$ cat src/logic/isa_pkg.sv
// MIPS integer ISA encodings
// register index, opcode and funct values, and the two views of an instruction word
`default_nettype none

package isa_pkg;

    typedef logic [4:0] reg_addr_t;  // $0 never causes a hazard
    typedef logic [5:0] opcode_t;
    typedef logic [5:0] funct_t;

    typedef struct packed {
        opcode_t    op;
        reg_addr_t  rs;
        reg_addr_t  rt;
        reg_addr_t  rd;
        logic [4:0] shamt;
        funct_t     funct;
    } r_fmt_t;

    typedef struct packed {
        opcode_t     op;
        reg_addr_t   rs;
        reg_addr_t   rt;
        logic [15:0] imm16;
    } i_fmt_t;

    // destination is rd in the R view, rt in the I view
    typedef union packed {
        r_fmt_t r_fmt;
        i_fmt_t i_fmt;
    } instr_u;

    localparam reg_addr_t REG_RA = 5'd31;  // jal link register

    localparam opcode_t OP_SPECIAL  = 6'h00;
    localparam opcode_t OP_SPECIAL2 = 6'h1c;
    localparam opcode_t OP_J        = 6'h02;
    localparam opcode_t OP_JAL      = 6'h03;
    localparam opcode_t OP_BEQ      = 6'h04;
    localparam opcode_t OP_BNE      = 6'h05;
    localparam opcode_t OP_BLEZ     = 6'h06;
    localparam opcode_t OP_BGTZ     = 6'h07;
    localparam opcode_t OP_ADDIU    = 6'h09;
    localparam opcode_t OP_SLTI     = 6'h0a;
    localparam opcode_t OP_ANDI     = 6'h0c;
    localparam opcode_t OP_ORI      = 6'h0d;
    localparam opcode_t OP_LUI      = 6'h0f;
    localparam opcode_t OP_LW       = 6'h23;
    localparam opcode_t OP_SW       = 6'h2b;

    // SPECIAL functs
    localparam funct_t FN_SLL   = 6'h00;
    localparam funct_t FN_SRL   = 6'h02;
    localparam funct_t FN_SRA   = 6'h03;
    localparam funct_t FN_SLLV  = 6'h04;
    localparam funct_t FN_JR    = 6'h08;
    localparam funct_t FN_JALR  = 6'h09;
    localparam funct_t FN_MFHI  = 6'h10;
    localparam funct_t FN_MTHI  = 6'h11;
    localparam funct_t FN_MFLO  = 6'h12;
    localparam funct_t FN_MTLO  = 6'h13;
    localparam funct_t FN_MULT  = 6'h18;
    localparam funct_t FN_MULTU = 6'h19;
    localparam funct_t FN_DIV   = 6'h1a;
    localparam funct_t FN_DIVU  = 6'h1b;
    localparam funct_t FN_ADDU  = 6'h21;
    localparam funct_t FN_SUBU  = 6'h23;
    localparam funct_t FN_AND   = 6'h24;
    localparam funct_t FN_OR    = 6'h25;
    localparam funct_t FN_SLT   = 6'h2a;
    localparam funct_t FN_CLZ   = 6'h20;  // SPECIAL2
    localparam funct_t FN_CLO   = 6'h21;  // SPECIAL2

endpackage

`default_nettype wire

$ cat src/logic/hazard_pkg.sv
// stall bookkeeping types
// function groups, Tuse/Tnew timing values and per-stage producer info
`default_nettype none

package hazard_pkg;

    typedef enum logic [2:0] {
        NOP       = 3'd0,  // bubble, all-zero word
        CALC_R    = 3'd1,
        CALC_I    = 3'd2,
        MEM_READ  = 3'd3,
        MEM_WRITE = 3'd4,
        BRANCH    = 3'd5,
        JUMP      = 3'd6,
        MULTDIV   = 3'd7
    } func_e;

    typedef logic [1:0] t_val_t;  // cycles, 0 to 3

    // operand not read; tnew never exceeds it
    localparam t_val_t TUSE_INF = 2'd3;

    typedef struct packed {
        isa_pkg::reg_addr_t dest;      // 0 when nothing is written
        t_val_t             tnew;      // cycles until result is ready
        logic               md_start;  // mult/div launches from this stage
    } stage_info_t;

endpackage

`default_nettype wire

$ cat src/logic/instr_class.sv
// instruction classifier
// maps an instruction word to its function group
// unknown encodings act as bubbles
`timescale 1ns/1ns
`default_nettype none

module instr_class (
    input  isa_pkg::instr_u   instr,
    output hazard_pkg::func_e func
);
    import isa_pkg::*;
    import hazard_pkg::*;

    always_comb begin
        func = NOP;
        if (instr != '0) begin
            case (instr.r_fmt.op)
                OP_SPECIAL: begin
                    case (instr.r_fmt.funct)
                        FN_SLL, FN_SRL, FN_SRA, FN_SLLV,
                        FN_ADDU, FN_SUBU, FN_AND, FN_OR, FN_SLT: func = CALC_R;
                        FN_JR, FN_JALR:                          func = JUMP;
                        FN_MULT, FN_MULTU, FN_DIV, FN_DIVU,
                        FN_MFHI, FN_MFLO, FN_MTHI, FN_MTLO:      func = MULTDIV;
                        default:                                 func = NOP;
                    endcase
                end
                OP_SPECIAL2: begin
                    if (instr.r_fmt.funct == FN_CLO || instr.r_fmt.funct == FN_CLZ) begin
                        func = CALC_R;  // counts behave like plain ALU ops
                    end
                end
                OP_ADDIU, OP_SLTI, OP_ANDI, OP_ORI, OP_LUI: func = CALC_I;
                OP_LW:                                      func = MEM_READ;
                OP_SW:                                      func = MEM_WRITE;
                OP_BEQ, OP_BNE, OP_BLEZ, OP_BGTZ:           func = BRANCH;
                OP_J, OP_JAL:                               func = JUMP;
                default:                                    func = NOP;
            endcase
        end
    end

endmodule

`default_nettype wire

$ cat src/logic/tuse_tnew_decode.sv
// Tuse/Tnew decoder for the ID stage
// gives operand use times, result time, destination and the mult/div launch flag
`timescale 1ns/1ns
`default_nettype none

module tuse_tnew_decode (
    input  isa_pkg::instr_u         instr,
    output hazard_pkg::func_e       func,
    output hazard_pkg::t_val_t      tuse_rs,
    output hazard_pkg::t_val_t      tuse_rt,
    output hazard_pkg::stage_info_t id_info
);
    import isa_pkg::*;
    import hazard_pkg::*;

    opcode_t   op;
    funct_t    funct;
    logic      is_special;
    logic      is_shift_imm;  // sll/srl/sra ignore rs
    logic      is_md_op;      // mult/multu/div/divu
    logic      is_mt;
    logic      is_mf;
    logic      is_link;       // jal/jalr
    t_val_t    tnew_raw;
    reg_addr_t dest_raw;

    instr_class u_class (
        .instr (instr),
        .func  (func)
    );

    assign op           = instr.r_fmt.op;
    assign funct        = instr.r_fmt.funct;
    assign is_special   = (op == OP_SPECIAL);
    assign is_shift_imm = is_special && (funct inside {FN_SLL, FN_SRL, FN_SRA});
    assign is_md_op     = is_special && (funct inside {FN_MULT, FN_MULTU, FN_DIV, FN_DIVU});
    assign is_mt        = is_special && (funct inside {FN_MTHI, FN_MTLO});
    assign is_mf        = is_special && (funct inside {FN_MFHI, FN_MFLO});
    assign is_link      = (op == OP_JAL) || (is_special && funct == FN_JALR);

    always_comb begin
        tuse_rs  = TUSE_INF;
        tuse_rt  = TUSE_INF;
        tnew_raw = '0;
        case (func)
            CALC_R: begin
                tuse_rs  = is_shift_imm ? TUSE_INF : 2'd1;
                tuse_rt  = (op == OP_SPECIAL2) ? TUSE_INF : 2'd1;  // clo/clz read rs only
                tnew_raw = 2'd2;
            end
            CALC_I: begin
                tuse_rs  = (op == OP_LUI) ? TUSE_INF : 2'd1;
                tnew_raw = (op == OP_LUI) ? 2'd1 : 2'd2;
            end
            MEM_READ: begin
                tuse_rs  = 2'd1;  // address calc in EX
                tnew_raw = 2'd3;
            end
            MEM_WRITE: begin
                tuse_rs = 2'd1;
                tuse_rt = 2'd2;  // store data needed in MEM
            end
            BRANCH: begin
                tuse_rs = 2'd0;  // compared in ID
                tuse_rt = (op == OP_BEQ || op == OP_BNE) ? 2'd0 : TUSE_INF;
            end
            JUMP: begin
                tuse_rs  = is_special ? 2'd0 : TUSE_INF;  // jr/jalr target
                tnew_raw = is_link ? 2'd1 : 2'd0;
            end
            MULTDIV: begin
                tuse_rs  = (is_md_op || is_mt) ? 2'd1 : TUSE_INF;
                tuse_rt  = is_md_op ? 2'd1 : TUSE_INF;
                tnew_raw = is_mf ? 2'd2 : 2'd0;
            end
            default: begin
            end
        endcase
    end

    always_comb begin
        if (tnew_raw == '0) begin
            dest_raw = '0;
        end else if (op == OP_JAL) begin
            dest_raw = REG_RA;
        end else if (is_special || op == OP_SPECIAL2) begin
            dest_raw = instr.r_fmt.rd;
        end else begin
            dest_raw = instr.i_fmt.rt;  // I-type writes rt
        end
        id_info.dest     = dest_raw;
        id_info.tnew     = (dest_raw == '0) ? 2'd0 : tnew_raw;  // writes to $0 vanish
        id_info.md_start = (func == MULTDIV) && is_md_op;
    end

endmodule

`default_nettype wire

$ cat src/logic/hazard_unit.sv
// hazard unit
// checks ID operands against EX/MEM producers and the mult/div unit
// and raises the stall controls
`timescale 1ns/1ns
`default_nettype none

module hazard_unit (
    input  isa_pkg::instr_u         instr_id,
    input  hazard_pkg::stage_info_t ex_info,
    input  hazard_pkg::stage_info_t mem_info,
    input  logic                    md_busy,
    output hazard_pkg::stage_info_t id_info,
    output logic                    stall_pc,
    output logic                    stall_id,
    output logic                    clr_ex
);
    import isa_pkg::*;
    import hazard_pkg::*;

    func_e  func_id;
    t_val_t tuse_rs;
    t_val_t tuse_rt;
    logic   stall_rs;
    logic   stall_rt;
    logic   stall_md;
    logic   stall;

    tuse_tnew_decode u_decode (
        .instr   (instr_id),
        .func    (func_id),
        .tuse_rs (tuse_rs),
        .tuse_rt (tuse_rt),
        .id_info (id_info)
    );

    // producer writes src but its result comes too late for this use
    function automatic logic too_late(reg_addr_t src, t_val_t tuse, stage_info_t prod);
        return (prod.dest == src) && (prod.tnew > tuse);
    endfunction

    assign stall_rs = (instr_id.r_fmt.rs != '0) &&
                      (too_late(instr_id.r_fmt.rs, tuse_rs, ex_info) ||
                       too_late(instr_id.r_fmt.rs, tuse_rs, mem_info));
    assign stall_rt = (instr_id.r_fmt.rt != '0) &&
                      (too_late(instr_id.r_fmt.rt, tuse_rt, ex_info) ||
                       too_late(instr_id.r_fmt.rt, tuse_rt, mem_info));
    assign stall_md = md_busy && (func_id == MULTDIV);  // hi/lo still in flight

    assign stall    = stall_rs || stall_rt || stall_md;
    assign stall_pc = stall;  // hold fetch
    assign stall_id = stall;  // hold decode
    assign clr_ex   = stall;  // bubble into EX

endmodule

`default_nettype wire

$ cat src/logic/stage_tracker.sv
// EX/MEM producer tracker
// carries dest and Tnew down the pipe
// Tnew counts down once per stage
`timescale 1ns/1ns
`default_nettype none

module stage_tracker (
    input  logic                    clk,
    input  logic                    arst_n,
    input  hazard_pkg::stage_info_t id_info,
    input  logic                    clr_ex,
    output hazard_pkg::stage_info_t ex_info,
    output hazard_pkg::stage_info_t mem_info
);
    import hazard_pkg::*;

    // one stage closer to the result with a floor at 0
    function automatic stage_info_t advance(stage_info_t cur);
        stage_info_t nxt;
        nxt = cur;
        if (cur.tnew != '0) begin
            nxt.tnew = cur.tnew - 2'd1;
        end
        return nxt;
    endfunction

    always_ff @(posedge clk or negedge arst_n) begin
        if (!arst_n) begin
            ex_info  <= '0;
            mem_info <= '0;
        end else begin
            ex_info  <= clr_ex ? stage_info_t'('0) : advance(id_info);  // bubble on stall
            mem_info <= advance(ex_info);
        end
    end

    // $0 is never a producer, so no result time may ride on it
    assert property (@(posedge clk) disable iff (!arst_n)
        (ex_info.dest == '0) |-> (ex_info.tnew == '0))
        else $error("stage_tracker: EX carries tnew with dest 0");

    assert property (@(posedge clk) disable iff (!arst_n)
        (mem_info.dest == '0) |-> (mem_info.tnew == '0))
        else $error("stage_tracker: MEM carries tnew with dest 0");

endmodule

`default_nettype wire

$ cat src/logic/md_busy_timer.sv
// multiply/divide busy timer
// busy while the op sits in EX, then for MD_CYCLES more cycles
`timescale 1ns/1ns
`default_nettype none

module md_busy_timer #(
    parameter int unsigned MD_CYCLES = 5
) (
    input  logic clk,
    input  logic arst_n,
    input  logic start,
    output logic md_busy
);
    localparam int unsigned CNT_W = $clog2(MD_CYCLES + 1);

    logic [CNT_W-1:0] count;  // cycles left in the unit

    always_ff @(posedge clk or negedge arst_n) begin
        if (!arst_n) begin
            count <= '0;
        end else if (start) begin
            count <= CNT_W'(MD_CYCLES);
        end else if (count != '0) begin
            count <= count - CNT_W'(1);
        end
    end

    assign md_busy = start || (count != '0);

endmodule

`default_nettype wire

$ cat src/logic/hazard_ctrl_top.sv
// stall control top level
// decoder and hazard unit in ID, producer tracker for EX/MEM, mult/div busy timer
`timescale 1ns/1ns
`default_nettype none

module hazard_ctrl_top #(
    parameter int unsigned MD_CYCLES = 5
) (
    input  logic            clk,
    input  logic            arst_n,
    input  isa_pkg::instr_u instr_id,  // held by the pipeline while stall_id
    output logic            stall_pc,
    output logic            stall_id,
    output logic            clr_ex
);
    import hazard_pkg::*;

    stage_info_t id_info;
    stage_info_t ex_info;
    stage_info_t mem_info;
    logic        md_busy;

    hazard_unit u_hazard (
        .instr_id (instr_id),
        .ex_info  (ex_info),
        .mem_info (mem_info),
        .md_busy  (md_busy),
        .id_info  (id_info),
        .stall_pc (stall_pc),
        .stall_id (stall_id),
        .clr_ex   (clr_ex)
    );

    stage_tracker u_tracker (
        .clk      (clk),
        .arst_n   (arst_n),
        .id_info  (id_info),
        .clr_ex   (clr_ex),
        .ex_info  (ex_info),
        .mem_info (mem_info)
    );

    md_busy_timer #(
        .MD_CYCLES (MD_CYCLES)
    ) u_md_timer (
        .clk     (clk),
        .arst_n  (arst_n),
        .start   (ex_info.md_start),
        .md_busy (md_busy)
    );

endmodule

`default_nettype wire

$ cat config.mk
export PLATFORM = sky130hd
export DESIGN_NAME = hazard_ctrl_top
export DESIGN_NICKNAME = d
export VERILOG_FILES = /design/src/logic/isa_pkg.sv /design/src/logic/hazard_pkg.sv /design/src/logic/instr_class.sv /design/src/logic/tuse_tnew_decode.sv /design/src/logic/hazard_unit.sv /design/src/logic/stage_tracker.sv /design/src/logic/md_busy_timer.sv /design/src/logic/hazard_ctrl_top.sv
export SDC_FILE = /design/constraint.sdc
export NUM_CORES = 1
export LEC_CHECK = 0
export BUFFER_PORTS_ARGS = -buffer_cell sky130_fd_sc_hd__buf_2
export CORE_ASPECT_RATIO = 1.1
export CORE_UTILIZATION = 40
export CTS_CLUSTER_SIZE = 14
export DETAILED_ROUTE_END_ITERATION = 10
export PLACE_DENSITY = 0.66
export SLEW_MARGIN = 20
export SYNTH_ARGS = -nofsm -noshare
export SYNTH_HDL_FRONTEND = slang
export SYNTH_HIERARCHICAL = 1
export SYNTH_SLANG_ARGS = --single-unit
$ cat constraint.sdc
create_clock -name clk -period 4.3 [get_ports clk]
set_input_delay 0.645 -clock clk [delete_from_list [all_inputs] [get_ports clk]]
set_output_delay 0.645 -clock clk [all_outputs]
set_load 0.02 [all_outputs]
==> results.toml, run 1 <==
[status]
status = "complete, but fails checks"
violations = "setup timing"

[setup_path]
crit_fanout = 6
path_cells = "buf_6 > or4_4 > or3_4 > or3_4 > o21ai_4 > nand2_2 > nor2_1 > o221ai_1 > inv_1 > ha_1 > nor2b_1 > o21ai_1 > a2111oi_2 > o22ai_1 > nand3_2 > buf_6"
arrival_ns = 3.93
cp-end-kind = "primary output"
path_buf_inv = 3
rr_worst_depth = 10
slowest_stage = "or4_4"
r2r_start = "u_tracker/mem_info[2]$_DFF_PN0_"
cpPeakStageDelay_ns = 0.52
cp.depth = 16
start_kind = "input port"
crit_type = "input port to primary output"
startpoint = "instr_id[26]"
required_ns = 3.65
critPathTopFamily = "simple AND/OR/NAND/NOR gates"

[clock_network]
cts_sinks = 18
clock_path_buffers = 2
cts_tree = "built"
cts_hold_buf = 0
cts.htree.levels = 1
numCtsBuffers = 3
clk_pin_slew_ns = 0.07
cts_root_buf = "clkbuf_8"
clock_latency_ns = 0.25

[sta]
maxSlewHeadroom = 0.628
hold_violations = 0
finalMaxSlewViolations = 0
fin_skew_ns = 0.00436
layout_min_cycle_time_ns = 4.58
timing.fmax_ghz = 0.219
worst-slew-pin-transition_ns = 0.554
min_period_over_period = 1.06
setup-violations-final = 3
timing.hold.ws_ns = 0.314
rsz0062_at_grt = "yes"
fin_tns_setup_ns = -0.826
worst_slack_ns = -0.277

[placed_design]
portBuffers = 36
dp_hpwl_um = 3920
post-place-cells = 318
gp_congestion = 0.830
place_ws_ns = -0.317

[pwr]
p_switching_w = 0.000177
p_int_w = 0.000373
p_leak_nw = 1.14
p_comb_frac = 0.375
irDropWorstVdd_mv = 0.245
clkPwrFrac = 0.248
p_sw_frac = 0.321
power.density_nw_per_um2 = 220
seq_power_share = 0.377

[floorplanning]
dieArea_um2 = 5000
die_h_um = 74.1
initial_core_util = 0.428
io_pins = 37
die_x_um = 67.5
row_count = 25
coreArea_um2 = 4410

[layout]
nets = 320
diodes = 0
num-fill-cells = 385
area_delta_synth_final_pct = 32.3
layout-drive-gt1-share = 0.400
layout.cells.non_filler = 329

[grt]
overflow = 0
grt_max_degree = 19
antenna_found_initial = 0
grt_usage = 0.218
grt_pass1_wl_um = 8290
grt_pass1_vias = 1815

[drt]
viasPerCell = 5.79
vias = 1904
drt-initial-drc-count = 135
detail-route-antenna-nets = 0
drcViolationCount = 0
wl_um = 5200
firstDrtPassIters = 4
wl_per_cell_um = 15.8

[logic_synthesis]
netlist_instances = 216
syn_avg_cell_area_um2 = 8.74
ys_warn_count = 6
syn_nets = 260
syn_area_um2 = 1890

[min_path]
hp-class = "input port to asynchronous set/reset pin"

[job]
maxCapViolations = 0
[worst paths after layout]
check	to	slack, ns
max	clr_ex	-0.28
min	u_md_timer/count[2]$_DFFE_PN0P_	0.31
max reg2reg	u_tracker/ex_info[4]$_DFF_PN0_	2.06
min reg2reg	u_tracker/mem_info[4]$_DFF_PN0_	0.43
max in group asynchronous	u_tracker/ex_info[2]$_DFF_PN0_	3.70
min in group clk	u_tracker/mem_info[4]$_DFF_PN0_	0.43
[per-stage QoR]
stage | cell area (um2) | utilization | power [W]
floorplan | 1920 | - | 0.000332
global placement | 2250 | 0.509 | 0.000396
detailed placement | 2250 | 0.509 | 0.000403
CTS | 2390 | 0.541 | 0.000546
global route | 2500 | 0.567 | 0.000589
finish | 2500 | 0.567 | 0.000550
[cell type report]
type	count	area, um2	share of cell area
well taps	54	67.6	0.0270
flip-flops and latches	18	450	0.180
repair buffers	62	400	0.160
clock buffers	4	55.1	0.0220
multi-input cells	175	1470	0.586
inverters	16	60.1	0.0240
[repair_timing]
action                                  CTS  global route
resized for setup                        14            18
buffers inserted                          4             3
hold endpoints to repair                  0             0
pin swaps                                 2             8
endpoints found under the setup margin    3             8
[state kept, by name, indices dropped and copies added, names as in the netlist]
name,cells
u_tracker/ex_info,8
u_tracker/mem_info,7
u_md_timer/count,3
[routing by layer]
layer | global-route usage | routed length (um) | up-vias
met5 | 0 | 0 | -
met4 | 0.0331 | 37 | 0
met3 | 0.0230 | 247 | 6
met2 | 0.362 | 2570 | 57
met1 | 0.307 | 2350 | 900
li1 | - | - | 941
[power by group through the flow]
| stage | Clock (W) | Sequential (W) | Combinational, W |
|---|---|---|---|
| 2_1_floorplan | 0 | 0.000206 | 0.000126 |
| 3_3_place_gp | 0 | 0.000209 | 0.000188 |
| 3_5_place_dp | 0 | 0.000210 | 0.000194 |
| 4_1_cts | 0.000140 | 0.000207 | 0.000199 |
| 5_1_grt | 0.000146 | 0.000211 | 0.000232 |
| 6_report | 0.000136 | 0.000207 | 0.000206 |
[cell usage in the layout, fill, tap and decap left out, types with 7 or more instances in the layout]
cell type / count
xnor2_1: 13
mux2i_1: 7
xor2_1: 7
buf_4: 26
inv_1: 14
nor2_1: 8
buf_2: 32
dfrtp_1: 18
nand4_1: 8
nor2b_1: 9
ha_1: 9
No activity file was read; power rests on OpenSTA's default activity.
==> run 2: changes to the inputs <==
--- a/config.mk
+++ b/config.mk
@@ -12,3 +12,5 @@
 export DETAILED_ROUTE_END_ITERATION = 10
+export HOLD_SLACK_MARGIN = 0.02
 export PLACE_DENSITY = 0.66
+export SETUP_SLACK_MARGIN = 0.02
 export SLEW_MARGIN = 20
==> constraint.sdc (replaced) <==
create_clock -name clk -period 4.3 [get_ports clk]
set_input_delay 0.215 -clock clk [delete_from_list [all_inputs] [get_ports clk]]
set_output_delay 0.215 -clock clk [all_outputs]
set_load 0.02 [all_outputs]
==> results.toml, run 2 (synthesis results as in run 1) <==
[layout]
final_util = 0.505
layout_commonest_cell = "buf_2"
area_delta_synth_final_pct = 17.9
nets = 304
layout-drive-gt1-share = 0.274
diodes = 0
design_area_um2 = 2230
num-fill-cells = 426
top_register = "u_tracker/ex_info"
mostFrequentLayoutCells = "buf_2 (36), dfrtp_1 (18), inv_1 (16), xnor2_1 (13)"
largest_reg_flops = 8
largest_registers = "u_tracker/ex_info: 8 flops, u_tracker/mem_info: 7 flops, u_md_timer/count: 3 flops"

[placed_design]
portBuffers = 36
placed_area_um2 = 2150
dp_hpwl_um = 3680
gp_congestion = 0.882

[min_path]
hp-class = "input port to asynchronous set/reset pin"

[setup_path]
crit_type = "input port to primary output"
arrival_ns = 3.82
required_ns = 4.09
start_kind = "input port"
crit_fanout = 11
cp-end-kind = "primary output"

[sta]
fin_tns_setup_ns = 0
fin_skew_ns = 0.00460
timing.fmax_ghz = 0.248
rsz0062_at_grt = "no"
finalMaxSlewViolations = 0
layout_min_cycle_time_ns = 4.04
hold_violations = 0
min_period_over_period = 0.939
worst-slew-pin-transition_ns = 0.642
setup-violations-final = 0
maxSlewHeadroom = 0.569

[floorplanning]
die_x_um = 67.5
coreArea_um2 = 4410
row_count = 25
io_pins = 37
initial_core_util = 0.428
dieArea_um2 = 5000
die_h_um = 74.1

[grt]
overflow = 0
grt_usage = 0.198
antenna_found_initial = 0
grt_pass1_wl_um = 7510
grt_max_degree = 19
grt_pass1_vias = 1629

[clock_network]
cts.htree.levels = 1
post-cts-setup-buffers = 0
cts_sinks = 18
clock_latency_ns = 0.26
cts_tree = "built"
numCtsBuffers = 3
clock_path_buffers = 2
cts_root_buf = "clkbuf_8"
clk_pin_slew_ns = 0.07

[pwr]
p_sw_frac = 0.324
power_w = 0.000538
p_comb_frac = 0.350
p_switching_w = 0.000174
p_leak_nw = 1.03
power.density_nw_per_um2 = 241
clkPwrFrac = 0.266
seq_power_share = 0.385
p_int_w = 0.000363
irDropWorstVdd_mv = 0.234

[drt]
firstDrtPassIters = 4
wl_um = 4720
drt-initial-drc-count = 73
vias = 1819
drcViolationCount = 0
detail-route-antenna-nets = 0
wl_per_cell_um = 15.1
viasPerCell = 5.81

[status]
status = "completed"

[job]
maxCapViolations = 0
[run 2: cell count changes in the layout (fill, tap and decap cells not counted), moves of 2 or more]
cell / before / now
nand2_1: 5 / 7
nor4_2: 6 / 2
nor4_1: 6 / 10
or3_4: 2 / 0
buf_6: 4 / 0
or3_1: 5 / 7
inv_2: 2 / 0
buf_2: 32 / 36
nor3b_2: 2 / 0
nor3b_1: 1 / 3
inv_1: 14 / 16
buf_4: 26 / 9
[run 2: power groups by stage]
stage	Sequential, W	Combinational, W	Clock, W
after floorplan	0.000206	0.000124	0
final	0.000207	0.000188	0.000143
after CTS	0.000207	0.000188	0.000147
after detailed placement	0.000210	0.000186	0
after global placement	0.000209	0.000181	0
after global routing	0.000210	0.000207	0.000155
[run 2: layout make-up]
cell class                      instances  area [um2]  area share
Inverter                               16        60.1      0.0270
Tap cell                               54        67.6      0.0304
Clock buffer                            4        55.1      0.0247
Timing Repair Buffer                   46         258       0.116
Multi-Input combinational cell        175        1340       0.600
Sequential cell                        18         450       0.202
[run 2: critical path, cell delays in order]
cell,delay [ns]
buf_2,0.10
or4_1,0.54
or3_1,0.37
a211o_2,0.28
a31oi_1,0.16
nor2b_1,0.21
nor3b_1,0.21
a21oi_1,0.09
o221ai_1,0.16
inv_1,0.09
ha_1,0.29
nand2_1,0.09
nand4_1,0.10
nor4_1,0.34
o22ai_1,0.16
nand3_2,0.20
buf_2,0.20
[run 2: final timing paths]
kind                                                 from                         endpoint  cells past startpoint  slack, ns
hold reg to reg            u_tracker/ex_info[6]$_DFF_PN0_  u_tracker/mem_info[6]$_DFF_PN0_                      0       0.45
min in group clk                             instr_id[11]   u_tracker/ex_info[3]$_DFF_PN0_                      4       0.44
hold / removal                                     arst_n   u_tracker/ex_info[0]$_DFF_PN0_                      2       0.42
max in group asynchronous                          arst_n  u_tracker/mem_info[4]$_DFF_PN0_                      2       3.59
setup / recovery                             instr_id[26]                           clr_ex                     17       0.26
setup reg to reg           u_tracker/ex_info[2]$_DFF_PN0_   u_tracker/ex_info[3]$_DFF_PN0_                      7       2.31
[run 2: timing repair]
action                     4_1_cts  5_1_grt
hold endpoints to repair        18        0
gates resized for setup          0        4
setup endpoints to repair        0        3
hold buffers                     1        0
[run 2: metrics by stage]
step                hold WS, ns  setup slack [ns]  instances
CTS                       0.422            0.0275        313
floorplan               -0.0806             0.474        216
global placement          0.168             0.150        308
detailed placement        0.173            0.0509        308
global route              0.443            0.0845        313
finish                    0.416             0.261        313
[run 2: metal layers]
metal  wire [um]  vias up  global-route usage  part of all wire
met3         184        7              0.0138             0.039
met5           0        -                   0                 0
met1        2150      858               0.270              0.46
met2        2290       50               0.326              0.49
met4          91        0              0.0733             0.019
li1            -      904                   -                 -
==> run 3: changes to the inputs <==
- CELL_PAD_IN_SITES_DETAIL_PLACEMENT: default -> 1
- CELL_PAD_IN_SITES_GLOBAL_PLACEMENT: default -> 1
- CORE_UTILIZATION: 40 -> 36
- PLACE_DENSITY: 0.66 -> 0.78
- SYNTH_HIERARCHICAL: 1 -> default
==> results.toml, run 3 <==
[sta]
fin_skew_ns = 0.000968
timing.hold.ws_ns = 0.287
fin_tns_setup_ns = 0
timing.fmax_ghz = 0.269
setup-violations-final = 0
rsz0062_at_grt = "no"
worst-slew-pin-transition_ns = 0.778
layout_min_cycle_time_ns = 3.72
maxSlewHeadroom = 0.478
hold_violations = 0
min_period_over_period = 0.865
finalMaxSlewViolations = 0

[pwr]
irDropWorstVdd_mv = 0.177
power_w = 0.000494
p_leak_nw = 0.874
power.density_nw_per_um2 = 244

[logic_synthesis]
ys_warn_count = 0
syn_area_um2 = 1760
synth_seq_cells = 18
post-synth-top-area-cell = "dfrtp_1"
async_flop_share = 1.00
synth_area_leaders = "dfrtp_1 (26%), xnor2_1 (11%), ha_1 (7.1%)"
yosysTopAreaCellShare = 0.256
yosysSeqAreaShare = 0.256
syn_nets = 260
ys_types = 49
netlist_instances = 216
synthFlopType = "dfrtp_1"
synth_edf_count = 0
synth_common_cells = "nand2_1 (22), xnor2_1 (22), dfrtp_1 (18)"
syn_avg_cell_area_um2 = 8.16

[min_path]
hp-start = "instr_id[4]"
hp-class = "input port to register"
min_to = "u_tracker.ex_info[0]$_DFF_PN0_"
whs_path_depth = 3

[job]
maxCapViolations = 0

[setup_path]
required_ns = 4.09
start_kind = "input port"
arrival_ns = 3.50
r2r_slack_ns = 2.31
rr_endpoint = "u_tracker.ex_info[1]$_DFF_PN0_"
cp-end-kind = "primary output"
rr_worst_depth = 8
crit_type = "input port to primary output"
r2r_start = "u_tracker.mem_info[2]$_DFF_PN0_"
crit_fanout = 11

[floorplanning]
dieArea_um2 = 5180
die_h_um = 75.4
initial_core_util = 0.376
io_pins = 37
die_x_um = 68.7
coreArea_um2 = 4680
row_count = 26

[placed_design]
gp_congestion = 0.818
portBuffers = 36
post-place-cells = 298
dp_hpwl_um = 3900

[grt]
grt_pass1_vias = 1635
antenna_found_initial = 0
grt_max_degree = 19
grt_pass1_wl_um = 7800
overflow = 0
grt_usage = 0.201

[layout]
area_delta_synth_final_pct = 14.7
layout-drive-gt1-share = 0.195
largest_reg_flops = 8
diodes = 0
final_util = 0.432
top_register = "u_tracker.ex_info"
nets = 292
mostFrequentLayoutCells = "buf_2 (36), nand2_1 (22), xnor2_1 (22), dfrtp_1 (18), nor2_1 (15)"
layout.cells.non_filler = 302
layout_commonest_cell = "buf_2"
largest_registers = "u_tracker.ex_info: 8 flops, u_tracker.mem_info: 7 flops, u_md_timer.count: 3 flops"

[clock_network]
clk_pin_slew_ns = 0.07
cts.htree.levels = 1
cts_root_buf = "clkbuf_8"
clock_path_buffers = 2
numCtsBuffers = 3
clock_latency_ns = 0.25
cts_sinks = 18
post-cts-setup-buffers = 0
cts_tree = "built"

[drt]
drt-initial-drc-count = 120
firstDrtPassIters = 4
drcViolationCount = 0
wl_um = 4810
vias = 1702
detail-route-antenna-nets = 0
wl_per_cell_um = 15.9
viasPerCell = 5.64

[status]
status = "completed"
[run 3: critical path, cell delays in order]
cell	delay (ns)
buf_2	0.17
or4_4	0.58
nor3_2	0.19
nand3b_1	0.11
o2111a_2	0.33
a32o_1	0.23
a21oi_1	0.22
ha_1	0.28
nor2b_1	0.13
o2111ai_1	0.22
o22ai_1	0.12
a22oi_1	0.20
buf_4	0.18
o31ai_1	0.14
buf_2	0.20
[run 3: kinds of logic after synthesis]
family / after synthesis / synth area share
AOI/OAI and AO/OA: 41 / 0.182
xor gates and xnor gates: 22 / 0.109
adders and majority gates: 11 / 0.0767
buffers and inverters: 20 / 0.0475
DFF: 18 / 0.255
muxes: 7 / 0.0412
and+or+nand+nor: 97 / 0.288
[run 3: worst max-delay path by stage]
stage,from,end,slack [ns],depth (start not counted)
floorplan,instr_id[30],stall_id,0.84,14
global placement,instr_id[30],clr_ex,0.64,15
detailed placement,instr_id[30],clr_ex,0.58,15
CTS,instr_id[30],clr_ex,0.58,15
global route,instr_id[30],clr_ex,0.34,15
finish,instr_id[30],clr_ex,0.58,15
[run 3: metal layers]
layer | GRT usage | routed length [um] | up-vias
li1 | - | - | 845
met3 | 0.0195 | 113 | 7
met4 | 0.0476 | 59 | 0
met1 | 0.268 | 2230 | 822
met5 | 0 | 0 | -
met2 | 0.349 | 2410 | 28
[run 3: repair_timing]
item	in CTS	in global routing
hold endpoints to repair	18	0
setup endpoints to repair	0	0
hold buffers	1	0
gates resized for setup	0	0
[run 3: cell type report]
type | instances | area (um2)
well taps | 56 | 70.1
clock buffers | 3 | 41.3
flip-flops and latches | 18 | 450
multi-input cells | 178 | 1230
fillers | 589 | 2660
repair buffers | 38 | 198
inverters | 9 | 33.8
[run 3: power breakdown]
part / leakage, nW / internal (W) / switching [W]
clock: 0.0216 / 0.0000623 / 0.0000575
sequential: 0.241 / 0.000190 / 0.0000154
combinational: 0.611 / 0.0000768 / 0.0000910
total: 0.874 / 0.000330 / 0.000164
[run 3: per-stage QoR]
stage	worst slack, ns	instance area (um2)
finish	0.581	2020
global route	0.340	2020
CTS	0.576	2020
detailed placement	0.576	1970
global placement	0.639	1970
floorplan	0.837	1760
